`src/include/panel_macros.svh`:
```
`ifndef PANEL_MACROS_SVH
`define PANEL_MACROS_SVH

// number of front-panel buttons
`define PANEL_CHANNELS 4
`define PANEL_INDEX_WIDTH 2

// flip-flops per raw button line
`define PANEL_SYNC_STAGES 2

// debounce counter and register bus widths
`define PANEL_COUNT_WIDTH 16
`define PANEL_ADDR_WIDTH 2
`define PANEL_DATA_WIDTH 16

// limit after reset and the floor for written limits
`define PANEL_DEFAULT_LIMIT 20
`define PANEL_MIN_LIMIT 4

`endif

```
`src/source/panel_pkg.sv`:
```
`include "panel_macros.svh"

package panel_pkg;

	// one bit per button
	typedef logic [`PANEL_CHANNELS-1:0] channel_mask_t;
	typedef logic [`PANEL_INDEX_WIDTH-1:0] channel_index_t;

	// debounce run length in clock cycles
	typedef logic [`PANEL_COUNT_WIDTH-1:0] debounce_count_t;

	// register bus
	typedef logic [`PANEL_ADDR_WIDTH-1:0] reg_addr_t;
	typedef logic [`PANEL_DATA_WIDTH-1:0] reg_data_t;

	typedef struct packed {
		reg_addr_t addr;
		reg_data_t data;
	} bus_write_t;

	// pressed is the new debounced level of the channel
	typedef struct packed {
		channel_index_t channel;
		logic pressed;
	} panel_event_t;

	typedef struct packed {
		debounce_count_t debounce_limit;
		channel_mask_t enable_mask;
	} panel_config_t;

	typedef enum logic {
		stable,
		settling
	} debounce_state_t;

endpackage

```
`src/source/input_synchronizer.sv`:
```
`timescale 1ns/100ps
`include "panel_macros.svh"

module input_synchronizer (
	input logic clock,
	input logic reset,
	input panel_pkg::channel_mask_t button_raw,
	output panel_pkg::channel_mask_t button_sync
);
	import panel_pkg::*;

	// stage 0 samples the asynchronous lines, the last stage is safe to use
	channel_mask_t [`PANEL_SYNC_STAGES-1:0] sync_chain;

	always_ff @(posedge clock or posedge reset) begin
		if (reset) begin
			sync_chain <= '0;
		end else begin
			sync_chain <= {sync_chain[`PANEL_SYNC_STAGES-2:0], button_raw};
		end
	end

	assign button_sync = sync_chain[`PANEL_SYNC_STAGES-1];

endmodule

```
`src/source/button_debounce.sv`:
```
`timescale 1ns/100ps

module button_debounce (
	input logic clock,
	input logic reset,
	input logic button_sync,
	input panel_pkg::debounce_count_t debounce_limit,
	output logic debounced_state,
	output logic changed
);
	import panel_pkg::*;

	debounce_state_t state;
	debounce_count_t run_count;
	debounce_count_t next_count;
	logic differs;

	// input disagrees with the accepted level
	assign differs = button_sync != debounced_state;
	assign next_count = run_count + debounce_count_t'(1);

	always_ff @(posedge clock or posedge reset) begin
		if (reset) begin
			state <= stable;
			run_count <= '0;
			debounced_state <= 1'b0;
			changed <= 1'b0;
		end else begin
			changed <= 1'b0;
			case (state)
				stable: begin
					if (differs) begin
						// first cycle of a new level
						state <= settling;
						run_count <= debounce_count_t'(1);
					end
				end
				settling: begin
					if (!differs) begin
						// bounced back before the limit
						state <= stable;
						run_count <= '0;
					end else if (next_count >= debounce_limit) begin
						// held for limit cycles, accept it
						state <= stable;
						run_count <= '0;
						debounced_state <= button_sync;
						changed <= 1'b1;
					end else begin
						run_count <= next_count;
					end
				end
				default: begin
					state <= stable;
					run_count <= '0;
				end
			endcase
		end
	end

endmodule

```
`src/source/panel_config_regs.sv`:
```
`timescale 1ns/100ps
`include "panel_macros.svh"

module panel_config_regs (
	input logic clock,
	input logic reset,
	input logic write_strobe,
	input panel_pkg::bus_write_t write_request,
	input logic read_strobe,
	input panel_pkg::reg_addr_t read_addr,
	input panel_pkg::channel_mask_t debounced_state,
	input logic event_valid,
	output panel_pkg::panel_config_t panel_config,
	output logic read_valid,
	output panel_pkg::reg_data_t read_data
);
	import panel_pkg::*;

	// register map
	localparam reg_addr_t limit_addr = 2'd0;
	localparam reg_addr_t mask_addr = 2'd1;
	localparam reg_addr_t state_addr = 2'd2;
	localparam reg_addr_t count_addr = 2'd3;

	panel_config_t config_q;
	reg_data_t event_count;
	debounce_count_t written_limit;
	reg_data_t read_word;

	// short limits would let a channel retrigger before its event drains
	always_comb begin
		written_limit = debounce_count_t'(write_request.data);
		if (written_limit < debounce_count_t'(`PANEL_MIN_LIMIT)) begin
			written_limit = debounce_count_t'(`PANEL_MIN_LIMIT);
		end
	end

	always_ff @(posedge clock or posedge reset) begin
		if (reset) begin
			config_q.debounce_limit <= debounce_count_t'(`PANEL_DEFAULT_LIMIT);
			config_q.enable_mask <= '1;
			event_count <= '0;
		end else begin
			if (event_valid) begin
				event_count <= event_count + reg_data_t'(1);
			end
			if (write_strobe) begin
				case (write_request.addr)
					limit_addr: config_q.debounce_limit <= written_limit;
					mask_addr: config_q.enable_mask <= write_request.data[`PANEL_CHANNELS-1:0];
					// any value clears, overriding a same-cycle event
					count_addr: event_count <= '0;
					default: begin
					end
				endcase
			end
		end
	end

	always_comb begin
		case (read_addr)
			limit_addr: read_word = reg_data_t'(config_q.debounce_limit);
			mask_addr: read_word = reg_data_t'(config_q.enable_mask);
			state_addr: read_word = reg_data_t'(debounced_state);
			default: read_word = event_count;
		endcase
	end

	always_ff @(posedge clock or posedge reset) begin
		if (reset) begin
			read_valid <= 1'b0;
		end else begin
			read_valid <= read_strobe;
		end
	end

	// data captured as it stood at the strobe
	always_ff @(posedge clock) begin
		if (read_strobe) begin
			read_data <= read_word;
		end
	end

	assign panel_config = config_q;

endmodule

```
`src/source/event_encoder.sv`:
```
`timescale 1ns/100ps
`include "panel_macros.svh"

module event_encoder (
	input logic clock,
	input logic reset,
	input panel_pkg::channel_mask_t changed,
	input panel_pkg::channel_mask_t debounced_state,
	input panel_pkg::channel_mask_t enable_mask,
	output logic event_valid,
	output panel_pkg::panel_event_t event_out
);
	import panel_pkg::*;

	channel_mask_t pending;
	channel_mask_t candidates;
	channel_mask_t pending_next;
	channel_index_t pick_index;
	logic pick_found;

	// new strobes join the queue directly so a lone change leaves next cycle
	// disabled channels drop out here and never queue
	assign candidates = (pending | changed) & enable_mask;

	// lowest channel wins, so scan downward and keep the last hit
	always_comb begin
		pick_found = 1'b0;
		pick_index = '0;
		for (int i = `PANEL_CHANNELS - 1; i >= 0; i--) begin
			if (candidates[i]) begin
				pick_found = 1'b1;
				pick_index = channel_index_t'(i);
			end
		end
	end

	always_comb begin
		pending_next = candidates;
		if (pick_found) begin
			pending_next[pick_index] = 1'b0;
		end
	end

	always_ff @(posedge clock or posedge reset) begin
		if (reset) begin
			pending <= '0;
			event_valid <= 1'b0;
		end else begin
			pending <= pending_next;
			event_valid <= pick_found;
		end
	end

	// payload only meaningful with event_valid
	always_ff @(posedge clock) begin
		if (pick_found) begin
			event_out.channel <= pick_index;
			event_out.pressed <= debounced_state[pick_index];
		end
	end

endmodule

```
`src/source/panel_input_top.sv`:
```
`timescale 1ns/100ps
`include "panel_macros.svh"

module panel_input_top (
	input logic clock,
	input logic reset,
	input panel_pkg::channel_mask_t button_raw,
	input logic write_strobe,
	input panel_pkg::bus_write_t write_request,
	input logic read_strobe,
	input panel_pkg::reg_addr_t read_addr,
	output logic read_valid,
	output panel_pkg::reg_data_t read_data,
	output logic event_valid,
	output panel_pkg::panel_event_t event_out,
	output panel_pkg::channel_mask_t button_state
);
	import panel_pkg::*;

	channel_mask_t button_sync;
	channel_mask_t debounced_state;
	channel_mask_t changed;
	panel_config_t panel_config;

	input_synchronizer i_input_synchronizer (
		.clock(clock),
		.reset(reset),
		.button_raw(button_raw),
		.button_sync(button_sync)
	);

	// one debouncer per button, all sharing the limit register
	for (genvar ch = 0; ch < `PANEL_CHANNELS; ch++) begin : g_debounce
		button_debounce i_button_debounce (
			.clock(clock),
			.reset(reset),
			.button_sync(button_sync[ch]),
			.debounce_limit(panel_config.debounce_limit),
			.debounced_state(debounced_state[ch]),
			.changed(changed[ch])
		);
	end

	event_encoder i_event_encoder (
		.clock(clock),
		.reset(reset),
		.changed(changed),
		.debounced_state(debounced_state),
		.enable_mask(panel_config.enable_mask),
		.event_valid(event_valid),
		.event_out(event_out)
	);

	panel_config_regs i_panel_config_regs (
		.clock(clock),
		.reset(reset),
		.write_strobe(write_strobe),
		.write_request(write_request),
		.read_strobe(read_strobe),
		.read_addr(read_addr),
		.debounced_state(debounced_state),
		.event_valid(event_valid),
		.panel_config(panel_config),
		.read_valid(read_valid),
		.read_data(read_data)
	);

	assign button_state = debounced_state;

endmodule

```
`config.mk`:
```
export PLATFORM = sky130hd
export DESIGN_NAME = panel_input_top
export DESIGN_NICKNAME = d
export VERILOG_FILES = /design/src/source/panel_pkg.sv /design/src/source/input_synchronizer.sv /design/src/source/button_debounce.sv /design/src/source/panel_config_regs.sv /design/src/source/event_encoder.sv /design/src/source/panel_input_top.sv
export VERILOG_INCLUDE_DIRS = /design/src /design/src/include
export SDC_FILE = /design/constraint.sdc
export NUM_CORES = 1
export LEC_CHECK = 0
export ABC_CLOCK_PERIOD_IN_PS = 5770
export BUFFER_PORTS_ARGS = -buffer_cell sky130_fd_sc_hd__buf_2
export CELL_PAD_IN_SITES_DETAIL_PLACEMENT = 1
export CELL_PAD_IN_SITES_GLOBAL_PLACEMENT = 1
export CORE_UTILIZATION = 32
export DETAILED_ROUTE_END_ITERATION = 8
export PLACE_DENSITY_LB_ADDON = 0.08
export SETUP_SLACK_MARGIN = 0.02
export SYNTH_ARGS = -nofsm -noshare
export SYNTH_HDL_FRONTEND = slang
export SYNTH_SLANG_ARGS = --single-unit
```
`constraint.sdc`:
```
create_clock -name clock -period 5.77 [get_ports clock]
set_clock_uncertainty 0.15 [all_clocks]
set_input_delay 1.154 -clock clock [delete_from_list [all_inputs] [get_ports clock]]
set_output_delay 1.154 -clock clock [all_outputs]
set_load 0.005 [all_outputs]
```
**After elaboration in Yosys (flattened, before gate mapping)**

Index checks and enable logic that the tools add are counted.

- Bits in registers: 145
- Output and inout bits: 25
- Input port bits: 28
- Logic and storage cells: 130

- Mux-type cells: 62
- Reduce and logical (&&, ||, !) cells: 9
- Add/sub/neg operators: 5
- Equal/unequal tests: 12
- Bitwise operators: 8
- Magnitude comparators: 7

Operators by type and width:

| operator | number |
|---|---|
| 16-bit 2-to-1 mux | 16 |
| 16-bit one-hot mux with 2 select lines | 4 |
| 16-bit by 1-bit adder with 16-bit output (second input constant) | 5 |
| 16-bit >= comparator | 4 |
| 16-bit one-hot mux with 3 select lines | 1 |
| 1-bit 2-to-1 mux | 30 |
| 16-bit by 3-bit < comparator with 1-bit output (second input constant) | 1 |
| 3-bit AND reduction | 4 |
| 4-bit bitwise AND | 2 |
| 2-bit 2-to-1 mux | 4 |
| 2-bit by 1-bit inequality test with 1-bit output (second input constant) | 4 |
| 1-bit one-hot mux with 2 select lines | 4 |
| 2-bit by 1-bit equality test with 1-bit output (second input constant) | 2 |
| 2-bit equality test (second input constant) | 2 |
| 2-bit logical NOT | 2 |
| 4-bit 2-to-1 mux | 1 |
| 1-bit inequality test | 4 |
| 1-bit inverter | 4 |
| 4-bit inverter | 1 |
| 4-bit bitwise OR | 1 |
| 2-bit AND reduction | 2 |
| 2-bit by 3-bit < comparator with 1-bit output (second input constant) | 1 |
| 1-bit binary-select mux with 2-bit select | 1 |
| 1-bit demux with 2-bit select | 1 |
| 2 further kinds | 2 |

**Logic depth before layout (Yosys ltp)**

- Depth after elaboration: 13
- Mapped depth: 15
- Mapped depth without buffers: 13

**Cells and area by module**

Synthesis repeated with hierarchy kept, for this count alone.

- Cell total of the unflattened synthesis: 827
- Area, all modules: 8879.8 um^2

Modules (own cells, without submodules):

| module | times used | area each (um^2) | cells each | seq. area each (um^2) |
|---|---|---|---|---|
| button_debounce | 4 | 1475.2 | 152 | 475.5 |
| panel_config_regs | 1 | 2392.3 | 178 | 1413.9 |
| event_encoder | 1 | 352.8 | 28 | 215.2 |
| input_synchronizer | 1 | 234.0 | 13 | 200.2 |

**Worst setup path before layout**

Ideal clock, no wire load.

- Path type: register to register
- Start point: register g_debounce[1].i_button_debounce.run_count[0]
- End point: register g_debounce[1].i_button_debounce.run_count[5]
- Clock period less this slack: 2.992 ns
- Required time: 5.494 ns
- Setup slack: 2.778 ns
- Stages on the path, launching flop included: 12
- Arrival time: 2.716 ns
- Setup time: 0.126 ns
- Buffers on the path: 1
- Cell sequence: dfrtp_1 > and3_1 > nand3_1 > or2_2 > xnor2_1 > ha_1 > a21o_1 > a311oi_2 > nor4_4 > nor2_4 > buf_6 > a221o_1

- Cells in the longest elaborated chain, start to end: 5

RTL lines:

| item | RTL line | RTL |
|---|---|---|
| start, declared | button_debounce.sv:14 | `debounce_count_t run_count;` |
| start signal, assigned | button_debounce.sv:35 | `run_count <= debounce_count_t'(1);` |
| start signal, assigned | button_debounce.sv:50 | `run_count <= next_count;` |
| 16-bit by 1-bit adder with 16-bit output * | button_debounce.sv:20 | `assign next_count = run_count + debounce_count_t'(1);` |
| 16-bit >= comparator | button_debounce.sv:43 | `end else if (next_count >= debounce_limit) begin` |
| 16-bit 2-to-1 mux * | button_debounce.sv:43 |  |
| 16-bit 2-to-1 mux * | button_debounce.sv:39 | `if (!differs) begin` |
| 16-bit one-hot mux with 2 select lines * | button_debounce.sv:30 | `case (state)` |

Every way passes the cells marked *; elsewhere a longest branch is shown, timed or not.
A chain may end at the register's enable or synchronous reset.

**Worst setup path in the final report**

- Start point: register g_debounce[2].i_button_debounce.run_count[0]
- End point: register g_debounce[2].i_button_debounce.run_count[13]

- Cells in the longest elaborated chain, start to end: 5

RTL lines:

| item | RTL line |
|---|---|
| start, declared | button_debounce.sv:14 |
| start signal, assigned | button_debounce.sv:35 |
| start signal, assigned | button_debounce.sv:50 |
| 16-bit by 1-bit adder with 16-bit output * | button_debounce.sv:20 |
| 16-bit >= comparator | button_debounce.sv:43 |
| 16-bit 2-to-1 mux * | button_debounce.sv:43 |
| 16-bit 2-to-1 mux * | button_debounce.sv:39 |
| 16-bit one-hot mux with 2 select lines * | button_debounce.sv:30 |

Marks and branches as above.

==> flow_metrics.tcl <==
set metrics [dict create \
    place_ws_ps 1920 \
    cp-end-kind "register" \
    slowest_delay_ps 520 \
    r2r_cells 13 \
    die_x_um 162 \
    cts_root_buffer "clkbuf_16" \
    async_reset_ff_share_pct 86.9 \
    cellPowerDensity_mw_per_mm2 296 \
    cap_violations 0 \
    die_y_um 162 \
    r2r-start "g_debounce[2].i_button_debounce.run_count[0]" \
    worstReg2RegEnd "g_debounce[2].i_button_debounce.run_count[13]" \
    post-cts-setup-buffer-count 0 \
    cts_tree "built" \
    cp.depth 13 \
    drtIter0Drc 309 \
    clock_latency_ps 440 \
    synth_warnings 0 \
    startpoint "g_debounce[2].i_button_debounce.run_count[0]" \
    r2r_slack_ps 1930 \
    synth.distinct_cells 64 \
    drive_gt1_share_pct 14.7 \
    ys_ff_latch 145 \
    port_buffers 52 \
    outcome "complete, no violations" \
    period_minus_slack_ps 3840 \
    yosysSeqAreaShare_pct 45.3 \
    clk_path_buf_depth 2 \
    relSlewSlack_pct 29.1 \
    drt-pass1-iter-count 4 \
    hold_violations 0 \
    place_hpwl_um 17300 \
    vias 6248 \
    critical_path_buf_inv_count 0 \
    grt_pass1_wl_um 38600 \
    synth-main-ff-cell "dfrtp_1" \
    track_usage_pct 19.3 \
    synth_area_mm2 0.00824 \
    grt_overflow 0 \
    cp_top_family "compound AO/OA/AOI/OAI gates" \
    syn_to_final_growth_pct 13.6 \
    setup_viol 0 \
    p_total_w 0.00277 \
    post-route-period-util_pct 66.5 \
    worstPathRequired_ps 5980 \
    die_area_mm2 0.0264 \
    syn_nets 894 \
    cp_cell_sequence "ha_1 > and3_1 > and3_1 > nor2b_1 > nand2_1 > xnor2_1 > ha_1 > nand2_1 > o21ai_0 > a21oi_1 > o2111a_2 > o21ai_0 > a31oi_1" \
    antenna_found_initial 0 \
    ios 53 \
    crit_fanout 24 \
    hold_path_class "reg -> reg" \
    rows 58 \
    crit_path_start_kind "register" \
    vias_per_cell 5.27 \
    gp_congestion 0.775 \
    ctsHoldBuffers 0 \
    worst_pin_slew_ps 1060 \
    post_cts_resized 0 \
    finalMaxSlewViolations 0 \
    initial_utilization_pct 32.6 \
    grt_start_max_net_pins 55 \
    worst-setup-path-type "reg -> reg" \
    synth_edf_count 19 \
    avgSynthCellArea_um2 10.3 \
    n_antenna_cell 0 \
    wl_um 23900 \
    post_drt_wl_per_cell_um 20.2 \
    crit_arrival_ps 4050 \
    grt_pass1_vias 6695 \
    cts_sinks 145 \
    layout.nets 940 \
    cts_buffers 17 \
    power.leakage_nw 4.35 \
    fmax_mhz 260 \
    tns_ps 0 \
    path_clk_slew_ps 70 \
    crit_end "g_debounce[2].i_button_debounce.run_count[13]" \
    antenna_left 0 \
    core_mm2 0.0253 \
    peakVddDrop_v 0.000168 \
    rsz0062_at_grt "no" \
    timing.final.ws_setup_ps 1930 \
    crit_slowest_cell "o2111a_2" \
    drc 0 \
    synthCells 797 \
    htreeDepth 4 \
]
registers in the layout (all words and copies together) (netlist names), 16 cells and up:
| signal | count |
|---|---|
| g_debounce.i_button_debounce.run_count | 64 |
| i_panel_config_regs.event_count | 16 |
| i_panel_config_regs.panel_config | 20 |
| i_panel_config_regs.read_data | 16 |
worst register-to-register path, cell delays in order, from the launching register on:
cell and delay [ps]:
dfrtp_1 430, ha_1 260, and3_1 210, and3_1 240, nor2b_1 480, nand2_1 170
xnor2_1 270, ha_1 280, nand2_1 80, o21ai_0 100, a21oi_1 200, o2111a_2 520
o21ai_0 170, a31oi_1 200
cells in the final DEF (no fill, tap or decap), types with 8 or more instances in the layout:
| cell type | count |
|---|---|
| xnor2_1 | 40 |
| nand4_1 | 14 |
| nand3_1 | 32 |
| and3_1 | 18 |
| o21ai_0 | 45 |
| nand2b_1 | 15 |
| and2_1 | 13 |
| nor2_1 | 49 |
| clkbuf_16 | 17 |
| buf_2 | 52 |
| edfxtp_1 | 19 |
| a31oi_1 | 25 |
| xor2_1 | 28 |
| dfrtp_1 | 120 |
| nand2_1 | 78 |
| nor3_1 | 8 |
| inv_1 | 26 |
| ha_1 | 69 |
| a22o_2 | 9 |
| a21oi_1 | 32 |
| a22o_1 | 36 |
logic make-up (layout without fill, tap and decap cells):
logic type                 after synthesis  count (layout)  synth area share (%)
AOI/OAI and AO/OA                      189             189                  16.0
xor gates and xnor gates                68              68                  7.23
adders and majority gates               69              69                  10.5
buffers and inverters                   54             113                  3.02
DFF                                    145             145                  45.3
muxes                                   15              15                  2.54
other                                    1               1                0.0455
and+or+nand+nor                        256             256                  15.4
stage by stage:
stage                     cell area, um2  hold WS (ps)  utilization, %  std cells
final                               9370           205            37.1       1186
after global routing                9370           216            37.1       1186
after CTS                           9370           211            37.1       1186
after detailed placement            8780           192            34.8       1154
after global placement              8780           185            34.8       1154
after floorplan                     8240           181               -        797
power breakdown:
group | leakage (nW) | internal, W | switching [W]
clock network | 0.284 | 0.000642 | 0.000498
registers | 1.86 | 0.00111 | 0.0000769
logic | 2.21 | 0.000163 | 0.000276
total | 4.35 | 0.00192 | 0.000851
cell usage after synthesis (8+ instances only):
cell | number | share of area [%]
nand4_1 | 14 | 1.1
inv_1 | 27 | 1.2
a21oi_1 | 32 | 1.9
and2_1 | 13 | 0.99
ha_1 | 69 | 10
and3_1 | 18 | 1.4
o21ai_0 | 45 | 2.7
xor2_1 | 28 | 3.0
a22o_1 | 36 | 3.8
nand2_1 | 78 | 3.6
nor3_1 | 8 | 0.49
edfxtp_1 | 19 | 6.9
nand3_1 | 32 | 1.9
a31oi_1 | 25 | 1.9
xnor2_1 | 40 | 4.3
clkbuf_1 | 13 | 0.59
nor2_1 | 49 | 2.2
nand2b_1 | 15 | 1.1
a22o_2 | 9 | 1.1
dfrtp_1 | 120 | 36
cell type report:
cell class	count	area, um2
inverters	27	104
fillers	2892	15900
repair buffers	54	275
clock inverters	15	155
flip-flops and latches	145	3730
well taps	330	413
clock buffers	17	425
multi-input cells	598	4260
per-layer routing:
| metal | share of wire, % | track usage [%] | up-vias |
|---|---|---|---|
| met5 | 0 | 0 | - |
| met2 | 47 | 31.4 | 75 |
| met4 | 1.3 | 5.36 | 0 |
| met3 | 2.4 | 2.98 | 22 |
| met1 | 49 | 26.4 | 3165 |
| li1 | - | - | 2986 |
how the worst min path moves through the flow:
| stage | cells after the start | endpoint | start |
|---|---|---|---|
| 2_1_floorplan | 0 | i_input_synchronizer.button_sync[0] | i_input_synchronizer.sync_chain[0] |
| 3_3_place_gp | 0 | i_input_synchronizer.button_sync[0] | i_input_synchronizer.sync_chain[0] |
| 3_5_place_dp | 0 | i_input_synchronizer.button_sync[1] | i_input_synchronizer.sync_chain[1] |
| 4_1_cts | 0 | i_input_synchronizer.button_sync[2] | i_input_synchronizer.sync_chain[2] |
| 5_1_grt | 0 | i_input_synchronizer.button_sync[2] | i_input_synchronizer.sync_chain[2] |
| 6_report | 0 | i_input_synchronizer.button_sync[2] | i_input_synchronizer.sync_chain[2] |
(Power assumes the default switching activity.)
